$ cat src/logic/cpu_defs.svh
`ifndef CPU_DEFS_SVH
`define CPU_DEFS_SVH

// major opcodes, bits 30:25
`define TY_BASE 6'b100000
`define ADDI    6'b101000
`define ORI     6'b101100
`define XORI    6'b101011
`define MOVI    6'b100010
`define LWI     6'b000010
`define SWI     6'b001010
`define TY_LS   6'b011100
`define TY_B    6'b100110
`define TY_J    6'b100100

// base format sub-ops, bits 4:0
`define ADD   5'b00000
`define SUB   5'b00001
`define AND   5'b00010
`define OR    5'b00100
`define XOR   5'b00011
`define SRLI  5'b01001
`define SLLI  5'b01000
`define ROTRI 5'b01011

// load/store format sub-ops, bits 7:0
`define LW 8'b00000010
`define SW 8'b00001010

`define QUEUE_DEPTH 4
`define DMEM_WORDS  256

`endif

$ cat src/logic/cpu_pkg.sv
`default_nettype none

package cpu_pkg;

	typedef logic [31:0] word_t;
	typedef logic [4:0] reg_addr_t;

	typedef struct packed {
		logic rsv;
		logic [5:0] opcode;
		reg_addr_t rt;
		reg_addr_t ra;
		reg_addr_t rb;
		logic [4:0] sh;
		logic [4:0] sub_op;
	} base_fmt_t;

	// also the LS format, with rb and sub_op in the low bits of imm15
	typedef struct packed {
		logic rsv;
		logic [5:0] opcode;
		reg_addr_t rt;
		reg_addr_t ra;
		logic [14:0] imm15;
	} imm_fmt_t;

	typedef struct packed {
		logic rsv;
		logic [5:0] opcode;
		reg_addr_t rt;
		logic [19:0] imm20;
	} movi_fmt_t;

	typedef union packed {
		base_fmt_t base;
		imm_fmt_t imm;
		movi_fmt_t movi;
	} instr_t;

	typedef enum logic [2:0] {
		ALUSRC2_RBDATA,
		ALUSRC2_IMM,
		ALUSRC2_LSWI,
		ALUSRC2_LSW,
		ALUSRC2_UNKNOWN
	} alu_src2_t;

	typedef enum logic [1:0] {
		IMM_5BIT_ZE,
		IMM_15BIT_SE,
		IMM_15BIT_ZE,
		IMM_20BIT_SE
	} imm_ext_t;

	typedef enum logic [1:0] {
		WRREG_ALURESULT,
		WRREG_IMMDATA,
		WRREG_MEM,
		WRREG_UNKNOWN
	} wb_sel_t;

	typedef enum logic [2:0] {
		ALU_ADD,
		ALU_SUB,
		ALU_AND,
		ALU_OR,
		ALU_XOR,
		ALU_SRL,
		ALU_SLL,
		ALU_ROTR
	} alu_op_t;

endpackage

`default_nettype wire

$ cat src/logic/execute_stage.sv
`default_nettype none

module execute_stage (
	input  logic clock,
	input  logic reset,
	input  logic ex_valid,
	input  cpu_pkg::alu_op_t ex_alu_op,
	input  cpu_pkg::alu_src2_t ex_src2,
	input  cpu_pkg::wb_sel_t ex_wb_sel,
	input  logic ex_dm_read,
	input  logic ex_dm_write,
	input  cpu_pkg::reg_addr_t ex_rt,
	input  cpu_pkg::word_t ex_a,
	input  cpu_pkg::word_t ex_b,
	input  cpu_pkg::word_t ex_imm,
	input  cpu_pkg::word_t ex_rt_data,
	output logic ex_fwd_valid,
	output cpu_pkg::reg_addr_t ex_fwd_reg,
	output cpu_pkg::word_t ex_fwd_data,
	output logic ex_is_load,
	output logic mem_valid,
	output logic mem_reg_write,
	output logic mem_dm_read,
	output logic mem_dm_write,
	output cpu_pkg::reg_addr_t mem_rt,
	output cpu_pkg::word_t mem_result,
	output cpu_pkg::word_t mem_store_data
);
	import cpu_pkg::*;

	word_t operand_b;
	word_t alu_result;
	word_t result;
	logic [4:0] shamt;
	logic reg_write;

	always_comb begin
		case (ex_src2)
			ALUSRC2_RBDATA: operand_b = ex_b;
			ALUSRC2_IMM: operand_b = ex_imm;
			// word offset
			ALUSRC2_LSWI: operand_b = ex_imm << 2;
			ALUSRC2_LSW: operand_b = ex_b;
			default: operand_b = '0;
		endcase
	end

	assign shamt = operand_b[4:0];

	always_comb begin
		case (ex_alu_op)
			ALU_ADD: alu_result = ex_a + operand_b;
			ALU_SUB: alu_result = ex_a - operand_b;
			ALU_AND: alu_result = ex_a & operand_b;
			ALU_OR: alu_result = ex_a | operand_b;
			ALU_XOR: alu_result = ex_a ^ operand_b;
			ALU_SRL: alu_result = ex_a >> shamt;
			ALU_SLL: alu_result = ex_a << shamt;
			default: alu_result = (ex_a >> shamt) | (ex_a << (6'd32 - {1'b0, shamt}));
		endcase
	end

	assign result = (ex_wb_sel == WRREG_IMMDATA) ? ex_imm : alu_result;
	assign reg_write = (ex_wb_sel != WRREG_UNKNOWN);

	// loads have no value yet, decode stalls on them instead
	assign ex_fwd_valid = ex_valid && reg_write && !ex_dm_read;
	assign ex_fwd_reg = ex_rt;
	assign ex_fwd_data = result;
	assign ex_is_load = ex_valid && ex_dm_read;

	always_ff @(posedge clock) begin
		if (reset) begin
			mem_valid <= 1'b0;
			mem_reg_write <= 1'b0;
			mem_dm_read <= 1'b0;
			mem_dm_write <= 1'b0;
		end else begin
			mem_valid <= ex_valid;
			mem_reg_write <= ex_valid && reg_write;
			mem_dm_read <= ex_valid && ex_dm_read;
			mem_dm_write <= ex_valid && ex_dm_write;
		end
	end

	always_ff @(posedge clock) begin
		mem_rt <= ex_rt;
		mem_result <= result;
		mem_store_data <= ex_rt_data;
	end

endmodule

`default_nettype wire

$ cat config.mk
export PLATFORM = sky130hd
export DESIGN_NAME = execute_stage
export DESIGN_NICKNAME = d
export VERILOG_FILES = /design/src/logic/cpu_defs.svh /design/src/logic/cpu_pkg.sv /design/src/logic/execute_stage.sv
export SDC_FILE = /design/constraint.sdc
export NUM_CORES = 1
export LEC_CHECK = 0
export BUFFER_PORTS_ARGS = -buffer_cell sky130_fd_sc_hd__buf_4
export CELL_PAD_IN_SITES_DETAIL_PLACEMENT = 1
export CELL_PAD_IN_SITES_GLOBAL_PLACEMENT = 2
export CORE_UTILIZATION = 33
export DETAILED_ROUTE_END_ITERATION = 16
export GPL_TIMING_DRIVEN = 0
export PLACE_DENSITY = 0.93
export SLEW_MARGIN = 10
export SYNTH_ARGS = -nofsm -noshare
export SYNTH_HDL_FRONTEND = slang
export SYNTH_SLANG_ARGS = --single-unit
$ cat constraint.sdc
create_clock -name clock -period 6.8 [get_ports clock]
set_input_delay 0.34 -clock clock [delete_from_list [all_inputs] [get_ports clock]]
set_output_delay 0.34 -clock clock [all_outputs]
set_load 0.02 [all_outputs]
# Word level (Yosys, flattened, before mapping)
# Index checks and enable logic that the tools add are counted.
# Widths: inputs -> output; s select.
# totals
latch_bits	0
memories	0
ram_bits	0
romBits	0
input_bits	146
ff_bits	73
# classes
eq_ne	11
add_sub_neg	3
n_bitwise	4
n_reduce_logical	8
n_shift	3
multipliers	0
n_mux	3
div	0
n_lt_le_gt_ge	0
# ops
op	count
$pmux 32 s7	1
$pmux 32 s3	1
$or 32x32->32	2
$add 32x32->32	1
$and 32x32->32	1
$mux 32	1
$shl 32x5->32	1
$shl 32x6->32	1
$shr 32x5->32	1
$sub 32x32->32	1
$xor 32x32->32	1
$eq 3x2->1 const B	4
$eq 3x3->1 const B	3
$eq 3x1->1 const B	2
$logic_not 3->1	2
$sub 6x5->6 const A	1
$logic_and 1x1->1	4
$eq 2x1->1 const B	1
$ne 2x2->1 const B	1
$reduce_or 2->1	1
$logic_not 1->1	1

# Logic depth before layout (Yosys ltp)
# depth
depth_word	8
ltp_mapped	26
ltp_nobuf	19

# Least setup slack after synthesis
# Ideal clock, no wire load.
# synth_path
path_kind	in2out
startpoint	input ex_src2[1]
endpoint	output ex_fwd_data[31]
arrival_time_ns	6.284
path_stages	26
path_slack_ns	0.176
n_path_buf	8
cell_sequence	buf_6 > buf_2 > mux2i_1 > o21ai_1 > buf_4 > inv_2 > buf_6 > buf_2 > buf_2 > ha_1 > clkbuf_1 > nand2_1 > nor4b_2 > nor4b_2 > nor2_1 > xnor2_1 > ha_1 > clkbuf_1 > nor2_1 > or3_1 > a2111o_1 > a211oi_1 > o311ai_0 > a21oi_1 > mux2i_1 > a311oi_1
# synth_via
elab_chain_len	8
# synth_rtl
item	line	text
start: declaration	execute_stage.sv:8	input cpu_pkg::alu_src2_t ex_src2,
$eq 3x2->1 or $logic_not 3->1 (tied branches)	execute_stage.sv:38	case (ex_src2)
$reduce_or 2->1 (no source line)	--	
$pmux 32 s3 *	execute_stage.sv:38	
$sub 6x5->6	execute_stage.sv:59	default: alu_result = (ex_a >> shamt) | (ex_a << (6'd32 - {1'b0, shamt}));
$shl 32x6->32	execute_stage.sv:59	
$or 32x32->32	execute_stage.sv:59	
$pmux 32 s7 *	execute_stage.sv:51	case (ex_alu_op)
$mux 32 *	execute_stage.sv:63	assign result = (ex_wb_sel == WRREG_IMMDATA) ? ex_imm : alu_result;
end: declaration	execute_stage.sv:19	output cpu_pkg::word_t ex_fwd_data,
# Every way passes the cells marked *; elsewhere a longest branch is shown, timed or not.

# Worst setup path after layout
# layout_path
startpoint	input ex_src2[1]
endpoint	output ex_fwd_data[21]
# The elaborated chain is that of the path after synthesis.

==> impl_metrics.py <==
metrics = {
    "outcome": {
        "status": "complete, no violations",
    },
    "routing": {
        "wire_per_inst_um": 38.1,
        "vias_per_cell": 6.96,
        "drc": 0,
        "drtPass1Iterations": 5,
        "num_vias": 17000,
        "first_iter_violations": 2045,
        "routed_wl_um": 93200,
        "antenna_left": 0,
    },
    "place": {
        "globalplace.congestion": 1.11,
        "dp_hpwl_um": 75800,
        "dp_cells": 2420,
        "io_buffers": 256,
        "placed_area_um2": 15300,
    },
    "worst_setup_path": {
        "cp_max_fo": 11,
        "slowest_delay_ps": 510,
        "crit_path_end": "ex_fwd_data[21]",
        "path_buf_inv": 6,
        "path_depth": 22,
        "critPathLaunchType": "input port",
        "slowest_stage": "nor3_1",
        "cp-end-kind": "output port",
        "cpLargestDelayFamily": "simple AND/OR/NAND/NOR gates",
        "crit_arrival_ps": 6410,
        "cp_common_cell": "buf_4",
        "crit_path_start": "ex_src2[1]",
        "path_cells": "buf_4, buf_6, mux2_4, a21oi_4, clkbuf_4, buf_4, ha_4, nand2_2, nor4b_4, nor4b_4, buf_4, a31oi_1, xnor2_1, ha_1, nand2_1, or3_4, a2111oi_1, nor3_1, nor3_1, o32ai_1, a21oi_2, buf_4",
        "critical_path_class": "in -> out",
        "required_ps": 6460,
    },
    "final_layout": {
        "multi_input_area_um2": 10600,
        "nets": 2171,
        "drive_above_1_share_pct": 23.1,
        "final_cells": 2447,
        "num-fill-cells": 4679,
        "design_area_um2": 16000,
        "final_util_pct": 42.3,
        "syn_to_final_growth_pct": 25.7,
        "seqCellArea_um2": 1460,
    },
    "logic_synthesis": {
        "synth_fp_nets": 1897,
        "synth_xor_area_share_pct": 3.57,
        "ys_seq_area_share_pct": 11.5,
        "synth_edf_count": 0,
        "synth_top_family_by_area": "compound AO/OA/AOI/OAI gates",
        "synth.area.top_cells": "mux2i_1, dfxtp_1, ha_1, a21oi_1, mux4_2",
        "mappedNetlistArea_um2": 12700,
        "synthArstFlopShare_pct": 0,
        "ys_ff_latch": 73,
        "syn_area_per_cell_um2": 7.71,
        "ys.flop_type": "dfxtp_1",
        "synth_compound_area_share_pct": 33.3,
        "synth_cell_type_count": 87,
        "yosys_warnings": 0,
        "synthCells": 1653,
        "synth_top_cell_by_area": "mux2i_1",
        "netlist.area_leader.share_pct": 12.8,
        "synthAdderAreaFrac_pct": 9.68,
        "synthMuxAreaShare_pct": 19.5,
        "synthSimpleGateAreaFrac_pct": 15.2,
    },
    "grt": {
        "grt_max_degree": 20,
        "grtUsageTotal_pct": 46.2,
        "grt_overflow_total": 0,
        "grt_pass1_wl_um": 126000,
        "first_global_vias": 16500,
        "grt_antenna_before_repair": 5,
    },
    "floorplanning": {
        "ios": 258,
        "core_um2": 37800,
        "start_util_pct": 33.7,
        "dieWidth_um": 199,
        "rows": 71,
        "die_height_um": 199,
        "dieArea_um2": 39400,
    },
    "power_and_ir_drop": {
        "cellLeakagePower_nw": 6.97,
        "p_per_area_nw_per_um2": 203,
        "peakVddDrop_mv": 0.120,
    },
    "sta": {
        "setup_viol": 0,
        "max_freq_mhz": 148,
        "relSlewSlack_pct": 19.7,
        "period_needed_ps": 6750,
        "maxSlewViolCount": 0,
        "fin_crit_sh_pct": 99.2,
        "finalHoldViolCount": 0,
        "worst_slew_pin_slew_ps": 1200,
    },
    "clock_tree": {
        "clockRootBuffer": "clkbuf_16",
        "htree_levels": 3,
        "cts_made_buffers": 9,
        "cts.clk_slew.worst_paths_ps": 70,
        "clock_path_buffers": 2,
        "cts_sinks": 73,
        "cts_tree": "done",
    },
    "worst_hold_path": {
        "worstHoldPathType": "in -> reg",
        "worstHoldStart": "ex_rt_data[8]",
    },
    "job": {
        "timing.max_cap.violations": 0,
    },
}
synthesized netlist by cell type, drive strengths merged, types with 6 or more instances:
cell type    n
nor3        24
nor4         7
xnor2       47
a41oi        6
a21boi      15
and3b        6
or3          8
a31oi       32
a221oi      27
mux2i      163
o211a        6
mux2        25
inv         74
nand3       33
o21a        15
a21oi      134
a21o        16
o22ai       43
nand4       13
mux4        25
o221ai       7
o22a         9
nor2b       12
a211oi      73
a211o       12
o21ai       60
nand3b       9
o211ai      47
or2          7
nand2      107
dfxtp       73
a22o         6
a22oi       24
a221o       12
buf         59
and3        21
a311oi      12
and2        24
clkbuf      88
nor2        94
ha          97
layout make-up:
type	instances	area share [%]
sequential	73	9.12
antenna	4	0.0625
clock inverter	6	0.562
timing repair buffer	272	12.8
inverter	76	1.81
clock buffer	10	1.43
multi-input combinational	1357	65.9
tap	511	3.99
buffer	138	4.24
metrics by stage:
step                TNS, ps  setup slack, ps  total power [mW]  hold WS (ps)
floorplan                 0              176              1.64           368
global placement     -60640            -2250              2.52           445
detailed placement   -62650            -2370              2.54           446
CTS                       0             2.74              3.12          54.4
global route          -87.8            -32.8              3.31          60.8
finish                    0             54.1              3.25          60.6
cell usage in the layout (no fill, tap or decap), drive strengths merged, types with 47 or more instances in the layout:
master and n:
nor2 94, o21ai 60, xnor2 47, a211oi 73, a21oi 134, inv 76, mux2i 163, clkbuf 91
ha 97, dfxtp 73, o211ai 47, buf 327, nand2 107
flip-flops by register name, indices dropped and copies added (netlist names):
name,count
mem_reg_write,1
mem_dm_write,1
mem_store_data,32
mem_result,32
mem_dm_read,1
mem_rt,5
mem_valid,1
metal layers:
layer,vias up,track usage [%],wire length [um]
li1,6924,-,-
met1,8459,57.5,36100
met2,1326,70.3,39400
met3,317,10.9,10400
met4,0,31.7,7260
met5,-,0,0
cell families (layout without fill, tap and decap cells):
family                   Yosys count  in the layout
flip-flops                        73             73
multiplexers                     213            213
XOR/XNOR                          52             52
AO/OA/AOI/OAI                    609            609
AND/OR/NAND/NOR                  385            385
adder cells (fa/ha/maj)           98             98
other                              0              4
buffers and inverters            223            502
how the worst min path moves through the flow:
stage	to	slack, ps	cells after the start
floorplan	mem_rt[0]$_DFF_P_	370	0
global placement	mem_store_data[31]$_DFF_P_	440	1
detailed placement	mem_store_data[20]$_DFF_P_	450	1
CTS	mem_store_data[8]$_DFF_P_	50	1
global route	mem_store_data[8]$_DFF_P_	60	1
finish	mem_store_data[8]$_DFF_P_	60	1
report_power, final:
| group | internal [mW] | switching [mW] | total (mW) |
|---|---|---|---|
| logic | 0.735 | 1.46 | 2.20 |
| registers | 0.480 | 0.0148 | 0.495 |
| clock network | 0.324 | 0.230 | 0.554 |
what timing repair did:
item	4_1_cts	5_1_grt
hold buffers	0	0
resized for setup	41	30
pin swaps	3	8
buffers inserted	6	10
endpoints found under the setup margin	53	12
(Power assumes the default switching activity.)
