### src/logic/cpu_defs.svh
`ifndef CPU_DEFS_SVH
`define CPU_DEFS_SVH

// major opcodes, bits 30:25
`define TY_BASE 6'b100000
`define ADDI    6'b101000
`define ORI     6'b101100
`define XORI    6'b101011
`define MOVI    6'b100010
`define LWI     6'b000010
`define SWI     6'b001010
`define TY_LS   6'b011100
`define TY_B    6'b100110
`define TY_J    6'b100100

// base format sub-ops, bits 4:0
`define ADD   5'b00000
`define SUB   5'b00001
`define AND   5'b00010
`define OR    5'b00100
`define XOR   5'b00011
`define SRLI  5'b01001
`define SLLI  5'b01000
`define ROTRI 5'b01011

// load/store format sub-ops, bits 7:0
`define LW 8'b00000010
`define SW 8'b00001010

`define QUEUE_DEPTH 4
`define DMEM_WORDS  256

`endif

### src/logic/cpu_pkg.sv
`default_nettype none

package cpu_pkg;

	typedef logic [31:0] word_t;
	typedef logic [4:0] reg_addr_t;

	typedef struct packed {
		logic rsv;
		logic [5:0] opcode;
		reg_addr_t rt;
		reg_addr_t ra;
		reg_addr_t rb;
		logic [4:0] sh;
		logic [4:0] sub_op;
	} base_fmt_t;

	// also the LS format, with rb and sub_op in the low bits of imm15
	typedef struct packed {
		logic rsv;
		logic [5:0] opcode;
		reg_addr_t rt;
		reg_addr_t ra;
		logic [14:0] imm15;
	} imm_fmt_t;

	typedef struct packed {
		logic rsv;
		logic [5:0] opcode;
		reg_addr_t rt;
		logic [19:0] imm20;
	} movi_fmt_t;

	typedef union packed {
		base_fmt_t base;
		imm_fmt_t imm;
		movi_fmt_t movi;
	} instr_t;

	typedef enum logic [2:0] {
		ALUSRC2_RBDATA,
		ALUSRC2_IMM,
		ALUSRC2_LSWI,
		ALUSRC2_LSW,
		ALUSRC2_UNKNOWN
	} alu_src2_t;

	typedef enum logic [1:0] {
		IMM_5BIT_ZE,
		IMM_15BIT_SE,
		IMM_15BIT_ZE,
		IMM_20BIT_SE
	} imm_ext_t;

	typedef enum logic [1:0] {
		WRREG_ALURESULT,
		WRREG_IMMDATA,
		WRREG_MEM,
		WRREG_UNKNOWN
	} wb_sel_t;

	typedef enum logic [2:0] {
		ALU_ADD,
		ALU_SUB,
		ALU_AND,
		ALU_OR,
		ALU_XOR,
		ALU_SRL,
		ALU_SLL,
		ALU_ROTR
	} alu_op_t;

endpackage

`default_nettype wire

### src/logic/controller.sv
`default_nettype none
`include "cpu_defs.svh"

module controller (
	input  logic [5:0] opcode,
	input  logic [4:0] sub_op_base,
	input  logic [7:0] sub_op_ls,
	output cpu_pkg::alu_src2_t select_alu_src2,
	output cpu_pkg::imm_ext_t select_imm_extend,
	output cpu_pkg::wb_sel_t select_write_reg,
	output cpu_pkg::alu_op_t alu_op,
	output logic do_dm_read,
	output logic do_dm_write,
	output logic do_reg_write
);
	import cpu_pkg::*;

	alu_op_t base_alu_op;

	always_comb begin
		case (sub_op_base)
			`SUB: base_alu_op = ALU_SUB;
			`AND: base_alu_op = ALU_AND;
			`OR: base_alu_op = ALU_OR;
			`XOR: base_alu_op = ALU_XOR;
			`SRLI: base_alu_op = ALU_SRL;
			`SLLI: base_alu_op = ALU_SLL;
			`ROTRI: base_alu_op = ALU_ROTR;
			default: base_alu_op = ALU_ADD;
		endcase
	end

	always_comb begin
		// no effect unless a case below claims the encoding
		select_alu_src2 = ALUSRC2_UNKNOWN;
		select_imm_extend = IMM_5BIT_ZE;
		select_write_reg = WRREG_UNKNOWN;
		alu_op = ALU_ADD;
		do_dm_read = 1'b0;
		do_dm_write = 1'b0;
		do_reg_write = 1'b0;
		case (opcode)
			`TY_BASE: begin
				case (sub_op_base)
					`ADD, `SUB, `AND, `OR, `XOR: begin
						select_alu_src2 = ALUSRC2_RBDATA;
						select_write_reg = WRREG_ALURESULT;
						alu_op = base_alu_op;
						do_reg_write = 1'b1;
					end
					// shift amount sits in the rb field
					`SRLI, `SLLI, `ROTRI: begin
						select_alu_src2 = ALUSRC2_IMM;
						select_imm_extend = IMM_5BIT_ZE;
						select_write_reg = WRREG_ALURESULT;
						alu_op = base_alu_op;
						do_reg_write = 1'b1;
					end
					default: begin
						do_reg_write = 1'b0;
					end
				endcase
			end
			`ADDI: begin
				select_alu_src2 = ALUSRC2_IMM;
				select_imm_extend = IMM_15BIT_SE;
				select_write_reg = WRREG_ALURESULT;
				do_reg_write = 1'b1;
			end
			`ORI: begin
				select_alu_src2 = ALUSRC2_IMM;
				select_imm_extend = IMM_15BIT_ZE;
				select_write_reg = WRREG_ALURESULT;
				alu_op = ALU_OR;
				do_reg_write = 1'b1;
			end
			`XORI: begin
				select_alu_src2 = ALUSRC2_IMM;
				select_imm_extend = IMM_15BIT_ZE;
				select_write_reg = WRREG_ALURESULT;
				alu_op = ALU_XOR;
				do_reg_write = 1'b1;
			end
			`MOVI: begin
				select_imm_extend = IMM_20BIT_SE;
				select_write_reg = WRREG_IMMDATA;
				do_reg_write = 1'b1;
			end
			`LWI: begin
				select_alu_src2 = ALUSRC2_LSWI;
				select_imm_extend = IMM_15BIT_SE;
				select_write_reg = WRREG_MEM;
				do_dm_read = 1'b1;
				do_reg_write = 1'b1;
			end
			`SWI: begin
				select_alu_src2 = ALUSRC2_LSWI;
				select_imm_extend = IMM_15BIT_SE;
				do_dm_write = 1'b1;
			end
			`TY_LS: begin
				case (sub_op_ls)
					`LW: begin
						select_alu_src2 = ALUSRC2_LSW;
						select_write_reg = WRREG_MEM;
						do_dm_read = 1'b1;
						do_reg_write = 1'b1;
					end
					`SW: begin
						select_alu_src2 = ALUSRC2_LSW;
						do_dm_write = 1'b1;
					end
					default: begin
						do_dm_write = 1'b0;
					end
				endcase
			end
			// branches and jumps retire as no-ops
			default: begin
				do_reg_write = 1'b0;
			end
		endcase
	end

endmodule

`default_nettype wire

### src/logic/decode_stage.sv
`default_nettype none

module decode_stage (
	input  logic clock,
	input  logic reset,
	input  logic q_valid,
	input  cpu_pkg::instr_t q_instr,
	output logic q_pop,
	input  logic ex_fwd_valid,
	input  cpu_pkg::reg_addr_t ex_fwd_reg,
	input  cpu_pkg::word_t ex_fwd_data,
	input  logic ex_is_load,
	input  logic mem_fwd_valid,
	input  cpu_pkg::reg_addr_t mem_fwd_reg,
	input  cpu_pkg::word_t mem_fwd_data,
	output logic ex_valid,
	output cpu_pkg::alu_op_t ex_alu_op,
	output cpu_pkg::alu_src2_t ex_src2,
	output cpu_pkg::wb_sel_t ex_wb_sel,
	output logic ex_dm_read,
	output logic ex_dm_write,
	output cpu_pkg::reg_addr_t ex_rt,
	output cpu_pkg::word_t ex_a,
	output cpu_pkg::word_t ex_b,
	output cpu_pkg::word_t ex_imm,
	output cpu_pkg::word_t ex_rt_data
);
	import cpu_pkg::*;

	reg_addr_t rt;
	reg_addr_t ra;
	reg_addr_t rb;
	alu_src2_t select_alu_src2;
	imm_ext_t select_imm_extend;
	wb_sel_t select_write_reg;
	alu_op_t alu_op;
	logic do_dm_read;
	logic do_dm_write;
	logic do_reg_write;
	word_t rf_ra_data;
	word_t rf_rb_data;
	word_t rf_rt_data;
	word_t a_data;
	word_t b_data;
	word_t rt_data;
	word_t imm_data;
	logic uses_ra;
	logic uses_rb;
	logic uses_rt;
	logic stall;

	// newest producer wins
	function automatic word_t forward(input reg_addr_t src, input word_t rf_data);
		if (ex_fwd_valid && ex_fwd_reg == src)
			return ex_fwd_data;
		if (mem_fwd_valid && mem_fwd_reg == src)
			return mem_fwd_data;
		return rf_data;
	endfunction

	assign rt = q_instr.base.rt;
	assign ra = q_instr.base.ra;
	assign rb = q_instr.base.rb;

	controller ctrl (
		.opcode(q_instr.base.opcode),
		.sub_op_base(q_instr.base.sub_op),
		.sub_op_ls(q_instr.imm.imm15[7:0]),
		.select_alu_src2(select_alu_src2),
		.select_imm_extend(select_imm_extend),
		.select_write_reg(select_write_reg),
		.alu_op(alu_op),
		.do_dm_read(do_dm_read),
		.do_dm_write(do_dm_write),
		.do_reg_write(do_reg_write)
	);

	// second copy of the file gives stores a port for rt
	reg_file rf_ops (
		.clock(clock),
		.reset(reset),
		.ra_addr(ra),
		.rb_addr(rb),
		.ra_data(rf_ra_data),
		.rb_data(rf_rb_data),
		.we(mem_fwd_valid),
		.wr_addr(mem_fwd_reg),
		.wr_data(mem_fwd_data)
	);

	reg_file rf_store (
		.clock(clock),
		.reset(reset),
		.ra_addr(rt),
		.rb_addr(rt),
		.ra_data(rf_rt_data),
		.rb_data(),
		.we(mem_fwd_valid),
		.wr_addr(mem_fwd_reg),
		.wr_data(mem_fwd_data)
	);

	assign uses_ra = (do_reg_write && select_write_reg != WRREG_IMMDATA) || do_dm_write;
	assign uses_rb = (select_alu_src2 == ALUSRC2_RBDATA) || (select_alu_src2 == ALUSRC2_LSW);
	assign uses_rt = do_dm_write;

	// load result not ready until it reaches memory stage
	assign stall = q_valid && ex_is_load &&
		((uses_ra && ex_fwd_reg == ra) ||
		(uses_rb && ex_fwd_reg == rb) ||
		(uses_rt && ex_fwd_reg == rt));
	assign q_pop = q_valid && !stall;

	always_comb begin
		a_data = forward(ra, rf_ra_data);
		b_data = forward(rb, rf_rb_data);
		rt_data = forward(rt, rf_rt_data);
	end

	always_comb begin
		case (select_imm_extend)
			IMM_5BIT_ZE: imm_data = {27'b0, q_instr.base.rb};
			IMM_15BIT_SE: imm_data = {{17{q_instr.imm.imm15[14]}}, q_instr.imm.imm15};
			IMM_15BIT_ZE: imm_data = {17'b0, q_instr.imm.imm15};
			default: imm_data = {{12{q_instr.movi.imm20[19]}}, q_instr.movi.imm20};
		endcase
	end

	always_ff @(posedge clock) begin
		if (reset) begin
			ex_valid <= 1'b0;
			ex_dm_read <= 1'b0;
			ex_dm_write <= 1'b0;
		end else begin
			// bubble while stalled
			ex_valid <= q_pop;
			ex_dm_read <= do_dm_read;
			ex_dm_write <= do_dm_write;
		end
	end

	always_ff @(posedge clock) begin
		ex_alu_op <= alu_op;
		ex_src2 <= select_alu_src2;
		ex_wb_sel <= do_reg_write ? select_write_reg : WRREG_UNKNOWN;
		ex_rt <= rt;
		ex_a <= a_data;
		ex_b <= b_data;
		ex_imm <= imm_data;
		ex_rt_data <= rt_data;
	end

endmodule

`default_nettype wire

### src/logic/reg_file.sv
`default_nettype none

module reg_file (
	input  logic clock,
	input  logic reset,
	input  cpu_pkg::reg_addr_t ra_addr,
	input  cpu_pkg::reg_addr_t rb_addr,
	output cpu_pkg::word_t ra_data,
	output cpu_pkg::word_t rb_data,
	input  logic we,
	input  cpu_pkg::reg_addr_t wr_addr,
	input  cpu_pkg::word_t wr_data
);
	import cpu_pkg::*;

	word_t regs [32];

	assign ra_data = regs[ra_addr];
	assign rb_data = regs[rb_addr];

	always_ff @(posedge clock) begin
		if (reset) begin
			for (int i = 0; i < 32; i++)
				regs[i] <= '0;
		end else if (we) begin
			regs[wr_addr] <= wr_data;
		end
	end

endmodule

`default_nettype wire

### config.mk
export PLATFORM = sky130hd
export DESIGN_NAME = decode_stage
export DESIGN_NICKNAME = d
export VERILOG_FILES = /design/src/logic/cpu_pkg.sv /design/src/logic/controller.sv /design/src/logic/decode_stage.sv /design/src/logic/reg_file.sv
export VERILOG_INCLUDE_DIRS = /design/src /design/src/logic
export SDC_FILE = /design/constraint.sdc
export NUM_CORES = 2
export LEC_CHECK = 0
export BUFFER_PORTS_ARGS = -buffer_cell sky130_fd_sc_hd__buf_2
export CAP_MARGIN = 20
export CORE_MARGIN = 10
export CORE_UTILIZATION = 50
export DETAILED_ROUTE_END_ITERATION = 10
export GPL_ROUTABILITY_DRIVEN = 0
export PLACE_DENSITY = 0.64
export SLEW_MARGIN = 40
export SYNTH_ARGS = -nofsm -noshare
export SYNTH_HDL_FRONTEND = slang
export SYNTH_SLANG_ARGS = --single-unit
export TNS_END_PERCENT = 30
### constraint.sdc
create_clock -name clock -period 2.5 [get_ports clock]
set_input_delay 0.125 -clock clock [delete_from_list [all_inputs] [get_ports clock]]
set_output_delay 0.125 -clock clock [all_outputs]
set_load 0.01 [all_outputs]
### After elaboration in Yosys (flattened, before gate mapping)

Memories as Yosys holds them, arrays and structs flattened.
Cells that the tools add are included.

| word-level totals | value |
|---|---|
| memories | 2 |
| memory bits (writable) | 2048 |
| word-level logic and storage cells | 121 |
| output and inout port bits | 145 |
| bits in registers | 144 |

| cells by class | value |
|---|---|
| multiplexer cells | 49 |
| eq/ne operators | 27 |
| reduce and logical (&&, ||, !) cells | 32 |

Memories:

| name | words | bits a word | rd ports | clocked after Yosys merged registers in | wr ports | RTL line | text |
|---|---|---|---|---|---|---|---|
| rf_ops.regs | 32 | 32 | 2 | 0 | 32 | reg_file.sv:16 | `word_t regs [32];` |
| rf_store.regs | 32 | 32 | 1 | 0 | 32 | reg_file.sv:16 |  |

Operators by type and width:

| kind | number |
|---|---|
| $mux W32 | 14 |
| $pmux W32 S3 | 1 |
| $reduce_or A32 Y1 | 2 |
| $eq A5 B5 Y1 | 6 |
| $eq A6 B6 Y1 const B | 5 |
| $pmux W3 S7 | 1 |
| $mux W1 | 20 |
| $eq A5 B4 Y1 const B | 3 |
| $logic_and A1 B1 Y1 | 13 |
| $pmux W3 S4 | 1 |
| $eq A5 B2 Y1 const B | 2 |
| $mux W5 | 2 |
| $pmux W2 S5 | 1 |
| $reduce_or A5 Y1 | 2 |
| $pmux W3 S3 | 1 |
| $reduce_or A3 Y1 | 3 |
| $eq A8 B2 Y1 const B | 1 |
| $eq A8 B4 Y1 const B | 1 |
| $reduce_or A8 Y1 | 1 |
| $eq A6 B2 Y1 const B | 1 |
| $eq A6 B4 Y1 const B | 1 |
| $eq A6 B5 Y1 const B | 1 |
| $mux W3 | 2 |
| $pmux W2 S3 | 1 |
| 16 further kinds | 22 |

### Longest topological paths before layout

| logic depth | value |
|---|---|
| depth after elaboration | 13 |
| depth in mapped cells | 11 |
| mapped depth without buffers | 6 |

### Hierarchy

From an unflattened synthesis, not the netlist that was laid out.

| unflattened totals | value |
|---|---|
| cells, all modules | 9906 |
| area, all modules | 118880.3 sq um |

By module, submodules not included:

| module | area an instance (sq um) | sequential area each (sq um) | times used | cells an instance |
|---|---|---|---|---|
| reg_file (rf_ops) | 56469.2 | 30749.5 | 1 | 4640 |
| reg_file (rf_store) | 56467.9 | 30749.5 | 1 | 4640 |
| decode_stage | 5452.7 | 2642.5 | 1 | 551 |
| controller | 490.5 | 0.0 | 1 | 75 |

### Worst setup path before layout

OpenSTA, ideal clock, no wires.

| timing | value |
|---|---|
| path kind | input-to-reg |
| start | in q_instr[21] in the netlist's numbering |
| end | reg ex_rt_data[10] |
| arrival | 1.908 ns |
| path slack | 0.464 ns |
| path buffers | 3 |
| cell stages on the path | 9 |
| cell sequence | buf_2 > buf_2 > buf_1 > mux4_2 > mux4_2 > mux2i_1 > nand2_1 > o21ai_1 > o21ai_1 |

| on the way | value |
|---|---|
| word-level cells in the longest chain between the ends | 6 |
| elaborated cells between the ends (all ways) | 11 |

Ends and longest elaborated chain:

| what | RTL line | text |
|---|---|---|
| start: declaration | decode_stage.sv:7 | `input cpu_pkg::instr_t q_instr,` |
| branches (longest 5 deep; another with $mem_v2 Z32 W32) | n/a |  |
| $mux W32 (*) | decode_stage.sv:56 | `if (mem_fwd_valid && mem_fwd_reg == src)` |
| named net rt_data[10] | decode_stage.sv:45 | `word_t rt_data;` |
| end signal: assignment | decode_stage.sv:150 | `ex_rt_data <= rt_data;` |
| end: declaration | decode_stage.sv:26 | `output cpu_pkg::word_t ex_rt_data` |

Mark *: on every way through the listed nets, which the timed path passes. The select of a mux whose other input is x is not followed.
A chain may end at the register's enable or synchronous reset.

### Worst setup path in the final report

| timing | value |
|---|---|
| start | mem rf_store.regs[23][8] in the netlist's numbering |
| end | reg ex_rt_data[8] |

| on the way | value |
|---|---|
| word-level cells in the longest chain between the ends | 3 |

Ends and longest elaborated chain:

| what | RTL line | text |
|---|---|---|
| start: declaration | reg_file.sv:16 |  |
| $mem_v2 Z32 W32 | n/a |  |
| $mux W32 | decode_stage.sv:58 | `return rf_data;` |
| $mux W32 | decode_stage.sv:56 |  |
| named net rt_data[8] | decode_stage.sv:45 |  |

The timed path passes the listed nets, and every way through them passes these cells.

==> results.ini <==
[outcome]
run_status = completed

[yosys]
ys_seq_elements = 1156
synth.top_cell.area_share_pct = 45.0
mappedNetlistNets = 4823
yosysMostFrequentCell = sky130_fd_sc_hd__and2_1
yosysSeqAreaShare_pct = 48.9
synth-edff-count = 1024
async_flop_share_pct = 0
synth-main-ff-cell = sky130_fd_sc_hd__edfxtp_1
yosysUniqueCellTypes = 59
synth_top_cells_by_count = sky130_fd_sc_hd__and2_1, sky130_fd_sc_hd__edfxtp_1, sky130_fd_sc_hd__mux4_2, sky130_fd_sc_hd__clkbuf_1, sky130_fd_sc_hd__mux2i_1
yosys_warnings = 0
largest_cells_by_area_after_synthesis = sky130_fd_sc_hd__edfxtp_1, sky130_fd_sc_hd__mux4_2, sky130_fd_sc_hd__and2_1, sky130_fd_sc_hd__mux2i_1, sky130_fd_sc_hd__dfxtp_1
synth.cell_area_um2 = 68300
syn-instance-count = 4711
synth.largest_area_cell = sky130_fd_sc_hd__edfxtp_1
synth.avg_cell_area_um2 = 14.5

[setup_path]
critical_path_class = reg -> reg
timing.critical_path.cells = mux4_2 -> mux4_2 -> mux2i_1 -> nand2_1 -> o21ai_2 -> o21ai_1 -> dlygate4sd3_1
worstSetupStartpointType = flip-flop
reg2reg_setup_slack_ns = 0.005
crit_buf_inv = 1
crit-reg2reg-capture = ex_rt_data[8]
cp-end-kind = flip-flop
path_max_fanout = 3
required_ns = 3.18
worstRegToRegCells = 7
crit_top_cell = sky130_fd_sc_hd__mux4_2
critical-path-max-stage-delay_ns = 0.55
arrival_ns = 3.17
critical_path.top_delay_family = multiplexers
r2r-start = rf_store.regs[23][8]
critPathSlowestCell = sky130_fd_sc_hd__dlygate4sd3_1

[global_routing]
grt_max_degree = 44
global_route.overflow_total = 0
antenna_found_initial = 37
overall_global_routing_usage_pct = 37.1
grt_pass1_wl_um = 392000
first_global_vias = 49000

[power]
leakagePower_uw = 0.0289
power.density_nw_per_um2 = 649
fin_total_pwr_uw = 52300
vdd_ir_drop_max_v = 0.000790

[hold_path]
hold_path.startpoint = q_instr[15]
worstHoldPathType = in -> reg
holdPathEnd = ex_imm[15]
holdPathStages = 3

[timing]
finalMaxSlewViolations = 0
finalSetupViolations = 0
max-slew-margin-rel_pct = 37.6
final_hold_viol_count = 0
layout_worst_path_cycle_share_pct = 99.8
worst-slew-pin-transition_ns = 0.936
worst_slack_ns = 0.00541
fin_tns_setup_ns = 0
highest_attainable_clock_frequency_mhz = 401
rsz_0062_raised_after_global_routing = yes
hold-worst-slack_ns = 0.0472
period_minus_slack_ns = 2.49
skew_ns = 0.0414

[route]
num_vias = 51400
routed_wl_um = 287000
drcViolationCount = 0
drtPass1Iterations = 6
post_drt_via_cell_ratio = 7.29
postRouteAntennaNets = 0
post_drt_wl_per_cell_um = 40.6
detail_route.iter0.violations = 10500

[floorplan]
design.die.area_um2 = 152000
initial_utilization_pct = 50.4
design.core.area_um2 = 136000
placement_row_count = 135
die_extent_in_y_um = 390
pin_count = 257
horiz_die_dim_um = 390

[cts]
worst_skew_pair.late_latency_ns = 0.80
cts_tree = built
clock-root-buffer = sky130_fd_sc_hd__clkbuf_16
h-tree-depth = 4
clk_path_buf_depth = 3
number_of_clock_sinks_seen_by_cts = 1156
cts.clk_slew.worst_paths_ns = 0.06
cts_made_buffers = 133

[cells_and_area]
final_core_utilization_pct = 59.5
layout-drive-gt1-share_pct = 33.7
finish.net_count = 5217
area_delta_synth_final_pct = 18.0

[place]
detailed_place_hpwl_um = 172000
dp_slack_ns = -0.270
numPortBuffers = 255

[run]
timing.max_cap.violations = 0

==> logic make-up (layout without fill, tap and decap cells) <==
logic type / Yosys count / after routing / synth area share [%]
flip-flops: 1156 / 1156 / 48.9
AND/OR/NAND/NOR: 1515 / 1515 / 12.6
XOR/XNOR: 32 / 32 / 0.410
AO/OA/AOI/OAI: 368 / 368 / 3.89
buffers and inverters: 530 / 1034 / 3.48
multiplexers: 1110 / 1110 / 30.7
other: 0 / 63 / 0
==> placed cells by master, fill, tap and decap left out, types with 10 or more instances in the layout <==
cell type	count
sky130_fd_sc_hd__a21oi_1	28
sky130_fd_sc_hd__mux2_2	16
sky130_fd_sc_hd__or2_4	14
sky130_fd_sc_hd__buf_2	242
sky130_fd_sc_hd__a32oi_1	12
sky130_fd_sc_hd__clkbuf_1	29
sky130_fd_sc_hd__diode_2	63
sky130_fd_sc_hd__nand2b_1	15
sky130_fd_sc_hd__and2_1	1041
sky130_fd_sc_hd__nor2_1	29
sky130_fd_sc_hd__clkinv_1	12
sky130_fd_sc_hd__edfxtp_1	1024
sky130_fd_sc_hd__a22oi_1	118
sky130_fd_sc_hd__buf_4	252
sky130_fd_sc_hd__mux4_2	787
sky130_fd_sc_hd__xor2_1	15
sky130_fd_sc_hd__mux2i_1	307
sky130_fd_sc_hd__or2_2	22
sky130_fd_sc_hd__buf_6	10
sky130_fd_sc_hd__o21ai_0	30
sky130_fd_sc_hd__nand3_1	11
sky130_fd_sc_hd__bufinv_16	13
sky130_fd_sc_hd__o221ai_1	59
sky130_fd_sc_hd__a211oi_1	12
sky130_fd_sc_hd__clkbuf_16	140
sky130_fd_sc_hd__xnor2_1	17
sky130_fd_sc_hd__clkinv_2	27
sky130_fd_sc_hd__nor2_4	36
sky130_fd_sc_hd__nor2b_1	15
sky130_fd_sc_hd__o21ai_1	39
sky130_fd_sc_hd__dfxtp_1	132
sky130_fd_sc_hd__nand2_1	273
sky130_fd_sc_hd__dlygate4sd3_1	129
sky130_fd_sc_hd__a221oi_1	17
sky130_fd_sc_hd__a31oi_1	11
sky130_fd_sc_hd__buf_12	138
==> layer usage <==
layer,share of wire [%],vias up,GRT usage [%]
met5,0.079,-,0.797
met4,6.7,12,23.9
met3,17,1090,14.1
met2,44,5299,54.1
met1,32,25800,46.2
li1,-,19300,-
==> what timing repair did <==
action                                  CTS  global route
setup buffers                             0             3
hold buffers                            132             0
gates resized for setup                   0            22
endpoints found under the setup margin    0             9
hold endpoints to repair                601             0
==> worst max-delay path by stage <==
stage          depth (start not counted)        endpoint  slack (ns)                 start
3_5_place_dp                           8  ex_rt_data[27]       -0.27           q_instr[20]
2_1_floorplan                          9  ex_rt_data[10]        0.46           q_instr[21]
5_1_grt                                7   ex_rt_data[8]       -0.02  rf_store.regs[22][8]
3_3_place_gp                           8  ex_rt_data[27]       -0.54           q_instr[20]
6_report                               7   ex_rt_data[8]       0.005  rf_store.regs[23][8]
4_1_cts                                7   ex_rt_data[8]        0.02  rf_store.regs[23][8]
==> tightest hold or removal path, stage by stage <==
cell                     delay, ns
sky130_fd_sc_hd__buf_8        0.16
sky130_fd_sc_hd__buf_12       0.23
sky130_fd_sc_hd__a21o_1       0.21
==> layout make-up <==
type | count | area [um2]
antenna | 63 | 158
clock buffer | 172 | 3640
clock inverter | 73 | 763
fill | 10200 | 55000
inverter | 7 | 26.3
multi-input combinational | 3025 | 33000
sequential | 1156 | 33400
tap | 1781 | 2230
timing repair buffer | 782 | 7440
==> stage by stage <==
stage               cells  cell area (um2)
floorplan            4711            68300
global placement     6614            74600
global route         7000            80500
CTS                  6992            80300
detailed placement   6615            74600
finish               7059            80600
==> registers in the layout (all words and copies together) (netlist names) <==
name / count
ex_imm: 20
rf_ops.regs: 96
ex_b: 32
rf_store.regs: 928
ex_dm_write: 1
ex_a: 32
ex_rt: 5
ex_src2: 3
ex_wb_sel: 2
ex_dm_read: 1
ex_rt_data: 32
ex_valid: 1
ex_alu_op: 3
==> power breakdown <==
group          switching (uW)  total [uW]  internal (uW)
logic                    4900        8990           4090
clock network            8490       20200          11700
registers                 862       23100          22300
total                   14300       52300          38000
(Power assumes the default switching activity.)
